[src/axi_pkg.sv]
// shared AXI memory types
// widths, response codes, read owner and store word view

package axi_pkg;

    // bus field types
    typedef logic [31:0] addr_t;
    typedef logic [31:0] data_t;
    typedef logic [7:0]  len_t;
    typedef logic [2:0]  size_t;
    typedef logic [3:0]  strb_t;
    typedef logic [1:0]  resp_t;

    // responses the SRAM can give
    localparam resp_t RESP_OKAY   = 2'b00;
    localparam resp_t RESP_SLVERR = 2'b10;

    // who currently holds the shared read channel
    typedef enum logic [1:0] {
        OWNER_NONE,
        OWNER_IFU,
        OWNER_MEMU
    } read_owner_e;

    // one store word seen as bytes, halfwords or the whole word
    typedef union packed {
        logic [3:0][7:0]  bytes;
        logic [1:0][15:0] halves;
        data_t            word;
    } store_word_u;

endpackage

[src/axi_rd_if.sv]
// AXI read channel bundle

`timescale 1ns/1ps

interface axi_rd_if import axi_pkg::*; ();

    // read address channel
    logic  arvalid;
    logic  arready;
    addr_t araddr;
    len_t  arlen;
    size_t arsize;

    // read data channel
    logic  rvalid;
    logic  rready;
    data_t rdata;
    resp_t rresp;
    logic  rlast;

    modport master (
        output arvalid, araddr, arlen, arsize, rready,
        input  arready, rvalid, rdata, rresp, rlast
    );

    modport slave (
        input  arvalid, araddr, arlen, arsize, rready,
        output arready, rvalid, rdata, rresp, rlast
    );

endinterface

[src/axi_wr_if.sv]
// AXI write channel bundle

`timescale 1ns/1ps

interface axi_wr_if import axi_pkg::*; ();

    // write address and data
    logic  awvalid;
    logic  awready;
    addr_t awaddr;
    len_t  awlen;
    size_t awsize;
    logic  wvalid;
    logic  wready;
    data_t wdata;
    strb_t wstrb;
    logic  wlast;

    // write response
    logic  bvalid;
    logic  bready;
    resp_t bresp;

    modport master (
        output awvalid, awaddr, awlen, awsize, wvalid, wdata, wstrb, wlast, bready,
        input  awready, wready, bvalid, bresp
    );

    modport slave (
        input  awvalid, awaddr, awlen, awsize, wvalid, wdata, wstrb, wlast, bready,
        output awready, wready, bvalid, bresp
    );

endinterface

[src/axi_arbiter.sv]
// read arbiter and write path for the shared SRAM

`timescale 1ns/1ps

module axi_arbiter import axi_pkg::*; (
    input  logic     clk,
    input  logic     reset,
    // fetch unit read side
    input  logic     ifu_arvalid,
    input  addr_t    ifu_araddr,
    input  len_t     ifu_arlen,
    input  size_t    ifu_arsize,
    input  logic     ifu_rready,
    output logic     ifu_arready,
    output logic     ifu_rvalid,
    output data_t    ifu_rdata,
    output resp_t    ifu_rresp,
    output logic     ifu_rlast,
    // load/store unit read side
    input  logic     mem_arvalid,
    input  addr_t    mem_araddr,
    input  len_t     mem_arlen,
    input  size_t    mem_arsize,
    input  logic     mem_rready,
    output logic     mem_arready,
    output logic     mem_rvalid,
    output data_t    mem_rdata,
    output resp_t    mem_rresp,
    output logic     mem_rlast,
    // load/store unit write side
    input  logic     mem_awvalid,
    input  addr_t    mem_awaddr,
    input  len_t     mem_awlen,
    input  size_t    mem_awsize,
    input  logic     mem_wvalid,
    input  data_t    mem_wdata,
    input  strb_t    mem_wstrb,
    input  logic     mem_wlast,
    input  logic     mem_bready,
    output logic     mem_awready,
    output logic     mem_wready,
    output logic     mem_bvalid,
    output resp_t    mem_bresp,
    axi_rd_if.master sram_rd,
    axi_wr_if.master sram_wr
);

    read_owner_e owner;
    logic        rd_done;
    logic        is_ifu;
    logic        is_memu;
    data_t       ifu_hold;
    data_t       mem_hold;
    logic        wr_busy;
    store_word_u store_in;
    store_word_u store_aligned;
    logic        strb_legal;

    assign is_ifu  = (owner == OWNER_IFU);
    assign is_memu = (owner == OWNER_MEMU);
    assign rd_done = sram_rd.rvalid && sram_rd.rready && sram_rd.rlast;

    // fixed priority, load/store side first
    always_ff @(posedge clk) begin
        if (reset) begin
            owner <= OWNER_NONE;
        end else if (owner == OWNER_NONE) begin
            if (mem_arvalid) begin
                owner <= OWNER_MEMU;
            end else if (ifu_arvalid) begin
                owner <= OWNER_IFU;
            end
        end else if (rd_done) begin
            owner <= OWNER_NONE;
        end
    end

    // owner's request goes down to the SRAM
    assign sram_rd.arvalid = is_memu ? mem_arvalid : (is_ifu ? ifu_arvalid : 1'b0);
    assign sram_rd.araddr  = is_memu ? mem_araddr  : (is_ifu ? ifu_araddr  : '0);
    assign sram_rd.arlen   = is_memu ? mem_arlen   : (is_ifu ? ifu_arlen   : '0);
    assign sram_rd.arsize  = is_memu ? mem_arsize  : (is_ifu ? ifu_arsize  : '0);
    assign sram_rd.rready  = is_memu ? mem_rready  : (is_ifu ? ifu_rready  : 1'b0);

    // responses back to the owner only
    assign ifu_arready = is_ifu  ? sram_rd.arready : 1'b0;
    assign ifu_rvalid  = is_ifu  ? sram_rd.rvalid  : 1'b0;
    assign ifu_rresp   = is_ifu  ? sram_rd.rresp   : '0;
    assign ifu_rlast   = is_ifu  ? sram_rd.rlast   : 1'b0;
    assign mem_arready = is_memu ? sram_rd.arready : 1'b0;
    assign mem_rvalid  = is_memu ? sram_rd.rvalid  : 1'b0;
    assign mem_rresp   = is_memu ? sram_rd.rresp   : '0;
    assign mem_rlast   = is_memu ? sram_rd.rlast   : 1'b0;

    // last word each master took, kept after rvalid drops
    always_ff @(posedge clk) begin
        if (ifu_rvalid && ifu_rready) begin
            ifu_hold <= sram_rd.rdata;
        end
        if (mem_rvalid && mem_rready) begin
            mem_hold <= sram_rd.rdata;
        end
    end

    assign ifu_rdata = ifu_rvalid ? sram_rd.rdata : ifu_hold;
    assign mem_rdata = mem_rvalid ? sram_rd.rdata : mem_hold;

    // outstanding write, from address seen to response taken
    always_ff @(posedge clk) begin
        if (reset) begin
            wr_busy <= 1'b0;
        end else if (!wr_busy && mem_awvalid) begin
            wr_busy <= 1'b1;
        end else if (sram_wr.bvalid && sram_wr.bready) begin
            wr_busy <= 1'b0;
        end
    end

    // move low byte or halfword onto the strobed lanes
    always_comb begin
        store_in.word      = mem_wdata;
        store_aligned.word = '0;
        strb_legal         = 1'b1;
        case (mem_wstrb)
            4'b0001: store_aligned.bytes[0]   = store_in.bytes[0];
            4'b0010: store_aligned.bytes[1]   = store_in.bytes[0];
            4'b0100: store_aligned.bytes[2]   = store_in.bytes[0];
            4'b1000: store_aligned.bytes[3]   = store_in.bytes[0];
            4'b0011: store_aligned.halves[0]  = store_in.halves[0];
            4'b0110: store_aligned.bytes[2:1] = store_in.halves[0];
            4'b1100: store_aligned.halves[1]  = store_in.halves[0];
            4'b1111: store_aligned.word       = store_in.word;
            default: strb_legal               = 1'b0;
        endcase
    end

    // write channels pass straight through
    assign sram_wr.awvalid = mem_awvalid;
    assign sram_wr.awaddr  = mem_awaddr;
    assign sram_wr.awlen   = mem_awlen;
    assign sram_wr.awsize  = mem_awsize;
    assign sram_wr.wvalid  = mem_wvalid;
    assign sram_wr.wdata   = store_aligned.word;
    assign sram_wr.wstrb   = mem_wstrb;
    assign sram_wr.wlast   = mem_wlast;
    assign sram_wr.bready  = mem_bready;
    assign mem_awready     = sram_wr.awready;
    assign mem_wready      = sram_wr.wready;
    assign mem_bvalid      = sram_wr.bvalid;
    assign mem_bresp       = sram_wr.bresp;

    // a burst in flight keeps its owner until rlast is taken
    a_owner_held: assert property (@(posedge clk) disable iff (reset)
        sram_rd.rvalid && !rd_done |=> $stable(owner));

    // single beat writes only
    a_awlen_zero: assert property (@(posedge clk) disable iff (reset)
        mem_awvalid && mem_awready |-> mem_awlen == '0);

    a_strb_legal: assert property (@(posedge clk) disable iff (reset)
        mem_wvalid |-> strb_legal);

    // a response only comes back for a tracked write
    a_b_tracked: assert property (@(posedge clk) disable iff (reset)
        sram_wr.bvalid |-> wr_busy);

endmodule

[src/flat_wrapper.sv]
// flat-port wrapper written by rule: the top's interface ports become plain ports
module axi_arbiter_flat import axi_pkg::*;
  (clk, reset, ifu_arvalid, ifu_araddr, ifu_arlen, ifu_arsize, ifu_rready, ifu_arready, ifu_rvalid, ifu_rdata, ifu_rresp, ifu_rlast, mem_arvalid, mem_araddr, mem_arlen, mem_arsize, mem_rready, mem_arready, mem_rvalid, mem_rdata, mem_rresp, mem_rlast, mem_awvalid, mem_awaddr, mem_awlen, mem_awsize, mem_wvalid, mem_wdata, mem_wstrb, mem_wlast, mem_bready, mem_awready, mem_wready, mem_bvalid, mem_bresp, sram_rd_arvalid, sram_rd_araddr, sram_rd_arlen, sram_rd_arsize, sram_rd_rready, sram_rd_arready, sram_rd_rvalid, sram_rd_rdata, sram_rd_rresp, sram_rd_rlast, sram_wr_awvalid, sram_wr_awaddr, sram_wr_awlen, sram_wr_awsize, sram_wr_wvalid, sram_wr_wdata, sram_wr_wstrb, sram_wr_wlast, sram_wr_bready, sram_wr_awready, sram_wr_wready, sram_wr_bvalid, sram_wr_bresp);
  axi_rd_if sram_rd_i ();
  axi_wr_if sram_wr_i ();
  input  logic clk;
  input  logic reset;
  input  logic ifu_arvalid;
  input  addr_t ifu_araddr;
  input  len_t ifu_arlen;
  input  size_t ifu_arsize;
  input  logic ifu_rready;
  output logic ifu_arready;
  output logic ifu_rvalid;
  output data_t ifu_rdata;
  output resp_t ifu_rresp;
  output logic ifu_rlast;
  input  logic mem_arvalid;
  input  addr_t mem_araddr;
  input  len_t mem_arlen;
  input  size_t mem_arsize;
  input  logic mem_rready;
  output logic mem_arready;
  output logic mem_rvalid;
  output data_t mem_rdata;
  output resp_t mem_rresp;
  output logic mem_rlast;
  input  logic mem_awvalid;
  input  addr_t mem_awaddr;
  input  len_t mem_awlen;
  input  size_t mem_awsize;
  input  logic mem_wvalid;
  input  data_t mem_wdata;
  input  strb_t mem_wstrb;
  input  logic mem_wlast;
  input  logic mem_bready;
  output logic mem_awready;
  output logic mem_wready;
  output logic mem_bvalid;
  output resp_t mem_bresp;
  output wire logic [$bits(sram_rd_i.arvalid)-1:0] sram_rd_arvalid;
  output wire logic [$bits(sram_rd_i.araddr)-1:0] sram_rd_araddr;
  output wire logic [$bits(sram_rd_i.arlen)-1:0] sram_rd_arlen;
  output wire logic [$bits(sram_rd_i.arsize)-1:0] sram_rd_arsize;
  output wire logic [$bits(sram_rd_i.rready)-1:0] sram_rd_rready;
  input wire logic [$bits(sram_rd_i.arready)-1:0] sram_rd_arready;
  input wire logic [$bits(sram_rd_i.rvalid)-1:0] sram_rd_rvalid;
  input wire logic [$bits(sram_rd_i.rdata)-1:0] sram_rd_rdata;
  input wire logic [$bits(sram_rd_i.rresp)-1:0] sram_rd_rresp;
  input wire logic [$bits(sram_rd_i.rlast)-1:0] sram_rd_rlast;
  output wire logic [$bits(sram_wr_i.awvalid)-1:0] sram_wr_awvalid;
  output wire logic [$bits(sram_wr_i.awaddr)-1:0] sram_wr_awaddr;
  output wire logic [$bits(sram_wr_i.awlen)-1:0] sram_wr_awlen;
  output wire logic [$bits(sram_wr_i.awsize)-1:0] sram_wr_awsize;
  output wire logic [$bits(sram_wr_i.wvalid)-1:0] sram_wr_wvalid;
  output wire logic [$bits(sram_wr_i.wdata)-1:0] sram_wr_wdata;
  output wire logic [$bits(sram_wr_i.wstrb)-1:0] sram_wr_wstrb;
  output wire logic [$bits(sram_wr_i.wlast)-1:0] sram_wr_wlast;
  output wire logic [$bits(sram_wr_i.bready)-1:0] sram_wr_bready;
  input wire logic [$bits(sram_wr_i.awready)-1:0] sram_wr_awready;
  input wire logic [$bits(sram_wr_i.wready)-1:0] sram_wr_wready;
  input wire logic [$bits(sram_wr_i.bvalid)-1:0] sram_wr_bvalid;
  input wire logic [$bits(sram_wr_i.bresp)-1:0] sram_wr_bresp;
  assign sram_rd_arvalid = sram_rd_i.arvalid;
  assign sram_rd_araddr = sram_rd_i.araddr;
  assign sram_rd_arlen = sram_rd_i.arlen;
  assign sram_rd_arsize = sram_rd_i.arsize;
  assign sram_rd_rready = sram_rd_i.rready;
  assign sram_rd_i.arready = sram_rd_arready;
  assign sram_rd_i.rvalid = sram_rd_rvalid;
  assign sram_rd_i.rdata = sram_rd_rdata;
  assign sram_rd_i.rresp = sram_rd_rresp;
  assign sram_rd_i.rlast = sram_rd_rlast;
  assign sram_wr_awvalid = sram_wr_i.awvalid;
  assign sram_wr_awaddr = sram_wr_i.awaddr;
  assign sram_wr_awlen = sram_wr_i.awlen;
  assign sram_wr_awsize = sram_wr_i.awsize;
  assign sram_wr_wvalid = sram_wr_i.wvalid;
  assign sram_wr_wdata = sram_wr_i.wdata;
  assign sram_wr_wstrb = sram_wr_i.wstrb;
  assign sram_wr_wlast = sram_wr_i.wlast;
  assign sram_wr_bready = sram_wr_i.bready;
  assign sram_wr_i.awready = sram_wr_awready;
  assign sram_wr_i.wready = sram_wr_wready;
  assign sram_wr_i.bvalid = sram_wr_bvalid;
  assign sram_wr_i.bresp = sram_wr_bresp;
  axi_arbiter u_core (.clk(clk), .reset(reset), .ifu_arvalid(ifu_arvalid), .ifu_araddr(ifu_araddr), .ifu_arlen(ifu_arlen), .ifu_arsize(ifu_arsize), .ifu_rready(ifu_rready), .ifu_arready(ifu_arready), .ifu_rvalid(ifu_rvalid), .ifu_rdata(ifu_rdata), .ifu_rresp(ifu_rresp), .ifu_rlast(ifu_rlast), .mem_arvalid(mem_arvalid), .mem_araddr(mem_araddr), .mem_arlen(mem_arlen), .mem_arsize(mem_arsize), .mem_rready(mem_rready), .mem_arready(mem_arready), .mem_rvalid(mem_rvalid), .mem_rdata(mem_rdata), .mem_rresp(mem_rresp), .mem_rlast(mem_rlast), .mem_awvalid(mem_awvalid), .mem_awaddr(mem_awaddr), .mem_awlen(mem_awlen), .mem_awsize(mem_awsize), .mem_wvalid(mem_wvalid), .mem_wdata(mem_wdata), .mem_wstrb(mem_wstrb), .mem_wlast(mem_wlast), .mem_bready(mem_bready), .mem_awready(mem_awready), .mem_wready(mem_wready), .mem_bvalid(mem_bvalid), .mem_bresp(mem_bresp), .sram_rd(sram_rd_i), .sram_wr(sram_wr_i));
endmodule
[config.mk]
export PLATFORM = sky130hd
export DESIGN_NAME = axi_arbiter_flat
export DESIGN_NICKNAME = d
export VERILOG_FILES = /design/src/axi_pkg.sv /design/src/axi_rd_if.sv /design/src/axi_wr_if.sv /design/src/axi_arbiter.sv /design/src/flat_wrapper.sv
export SDC_FILE = /design/constraint.sdc
export NUM_CORES = 1
export LEC_CHECK = 0
export BUFFER_PORTS_ARGS = -buffer_cell sky130_fd_sc_hd__buf_2
export CAP_MARGIN = 20
export CORE_AREA = 8 8 157 159
export CTS_BUF_LIST = sky130_fd_sc_hd__clkbuf_8
export DETAILED_ROUTE_END_ITERATION = 16
export DIE_AREA = 0 0 165 167
export GPL_TIMING_DRIVEN = 0
export PLACE_DENSITY = 0.57
export SLEW_MARGIN = 10
export SYNTH_ARGS = -nofsm -noshare
export SYNTH_HDL_FRONTEND = slang
export SYNTH_SLANG_ARGS = --single-unit
export TNS_END_PERCENT = 5
[constraint.sdc]
create_clock -name clk -period 6.4 [get_ports clk]
set_input_delay 1.28 -clock clk [delete_from_list [all_inputs] [get_ports clk]]
set_output_delay 1.28 -clock clk [all_outputs]
set_load 0.01 [all_outputs]
==> metrics.cfg <==
[timing]
min_period_ns = 4.00
fin_skew_ns = 0.0140
hold_violations = 0
fmax_mhz = 250
relSlewSlack_pct = 51.8
worstMarginPinSlew_ns = 0.718
whs_ns = 0.576
rsz0062_at_grt = no
min_period_over_period_pct = 62.6
maxSlewViolCount = 0
setup-violations-final = 0
setup_tns_ns = 0

[finish]
final_cell_mix = 377 x buf_2, 64 x edfxtp_1, 58 x mux2_4
layout-drive-gt1-share_pct = 70.2
area_growth_pct = 54.3
fin_nets = 961
mostFrequentLayoutCell = buf_2
fillers = 2317
finalInstanceArea_um2 = 6970

[synthesis]
synth_nets = 577
ys_ff_latch = 66
netlist_area_um2 = 4520
synth_seq_area_share_pct = 43.4
synth_cell_types = 32
synth_cells = 360
syn_area_per_cell_um2 = 12.6
ys_warn_count = 0

[die]
rows = 55
core_um2 = 22200
ios = 424
chipWidth_um = 165
dieHeight_um = 167
dieArea_um2 = 27600
initial_core_util_pct = 20.3

[place]
io_buffers = 371
detailed_place_hpwl_um = 16500
gp_congestion = 0.882
placed_area_um2 = 6780

[power_and_ir_drop]
p_leak_nw = 3.67
powerDensity_nw_per_um2 = 169
ir_drop_mv = 0.108

[worst_setup_path]
critPathLaunchType = input port
worstSetupEndpointType = output port
arrival_ns = 2.72
crit_path_max_fanout = 10
critPathKind = in2out
cp_data_required_time_ns = 5.12

[clocking]
post-cts-setup-buffer-count = 0
cts_tree = built
cts_buffers = 9
htree_levels = 3
clkLatencyLatePin_ns = 0.34
clk_pin_slew_worst_paths_ns = 0.07
cts_hold_buf = 0
cts.repair.resized = 0
clock_path_buffers = 2
cts_sinks = 66
root_buffer = clkbuf_8

[status]
status = finished clean

[grt]
antenna_found_initial = 2
grt_pass1_vias = 4500
grt_max_degree = 33
grt_overflow = 0
grt_pass1_wl_um = 27200
grtUsageTotal_pct = 13.0

[hold_path]
hp-class = reg2reg

[route]
drc_errors = 0
drt_iter0_drc = 229
post_drt_wl_per_cell_um = 18.6
dr.pass1.iters = 4
vias = 4267
drt-total-wl_um = 19200
via_per_inst = 4.12
ant_nets = 0

[run]
drv_cap = 0

## worst paths after layout
path | startpoint | end | slack, ns | depth (start not counted)
worst max-delay path | mem_wstrb[2] | sram_wr_wdata[19] | 2.40 | 6
worst min register to register | u_core.owner[1] | u_core.owner[1] | 0.58 | 1
worst min-delay path | u_core.owner[1] | u_core.owner[1] | 0.58 | 1
worst max register to register | u_core.owner[0] | u_core.ifu_hold[1] | 4.31 | 5
## kinds of logic after synthesis
| logic type | Yosys count | share of synthesized area, % |
|---|---|---|
| AO/OA/AOI/OAI | 73 | 13.1 |
| XOR/XNOR | 1 | 0.194 |
| buffers and inverters | 81 | 12.6 |
| flip-flops | 66 | 43.4 |
| multiplexers | 72 | 22.5 |
| AND/OR/NAND/NOR | 67 | 8.11 |
## power by group
part / leakage, nW / total [W] / internal [W] / switching (W)
sequential: 0.596 / 0.000487 / 0.000484 / 0.00000338
clock: 0.0995 / 0.000346 / 0.000188 / 0.000158
combinational: 2.97 / 0.000346 / 0.000174 / 0.000173
## synth_stat cells
| master | number | area share, % |
|---|---|---|
| edfxtp_1 | 64 | 43 |
| mux2_4 | 58 | 19 |
| buf_4 | 57 | 9.5 |
| a22o_1 | 45 | 8.7 |
| nand2_1 | 25 | 2.1 |
| and2_1 | 16 | 2.2 |
| nor2b_1 | 11 | 1.5 |
| a22oi_1 | 8 | 1.3 |
| a32oi_1 | 8 | 1.6 |
| clkbuf_1 | 8 | 0.66 |
| mux2i_1 | 8 | 1.8 |
| o21ai_0 | 8 | 0.89 |
| buf_2 | 6 | 0.66 |
| buf_6 | 6 | 1.5 |
| mux2_2 | 6 | 1.5 |
| nor2_1 | 4 | 0.33 |
| and3_1 | 3 | 0.42 |
| and4_1 | 2 | 0.39 |
| buf_1 | 2 | 0.17 |
| dfxtp_1 | 2 | 0.89 |
| inv_1 | 2 | 0.17 |
| a21oi_1 | 1 | 0.11 |
| a41oi_1 | 1 | 0.19 |
| and2b_1 | 1 | 0.17 |
| nand2_2 | 1 | 0.14 |
| nand2_4 | 1 | 0.25 |
| nor3_1 | 1 | 0.11 |
| nor3b_2 | 1 | 0.28 |
| nor4bb_1 | 1 | 0.22 |
| o21a_1 | 1 | 0.17 |
| o21bai_1 | 1 | 0.17 |
| xnor2_1 | 1 | 0.19 |
## worst max-delay path, stage by stage
cell	delay, ns
buf_2	0.16
buf_4	0.23
nor3b_2	0.53
a22oi_1	0.26
nand2_1	0.12
buf_2	0.14
## registers in the layout, indices dropped and copies added, names as in the netlist
register         cells
u_core.owner         2
u_core.ifu_hold     32
u_core.mem_hold     32
## metal layers
metal	GRT usage [%]	wire, um	vias to the layer above
met3	4.24	1920	8
li1	-	-	2065
met2	22.6	9660	238
met4	2.82	139	0
met5	0	0	-
met1	15.2	7520	1956
## final cells by class
cell class                 instances  area [um^2]  area share (%)
multi-input combinational        213         1990            28.5
sequential                        66         1960            28.1
timing repair buffer             373         1900            27.2
buffer                            79          563            8.07
tap                              285          357            5.11
clock buffer                      10          138            1.97
clock inverter                     6         58.8           0.843
inverter                           2         7.51           0.108
antenna                            1         2.50          0.0359
## through the flow
step	total power (W)	util (%)	std cells	setup WS [ns]
finish	0.00118	31.4	1035	2.40
CTS	0.00120	31.4	1034	2.47
global placement	0.000845	30.3	1016	2.43
detailed placement	0.000848	30.5	1018	2.47
floorplan	0.000674	-	360	3.05
global route	0.00124	31.4	1035	2.34
No activity file was read; power rests on OpenSTA's default activity.
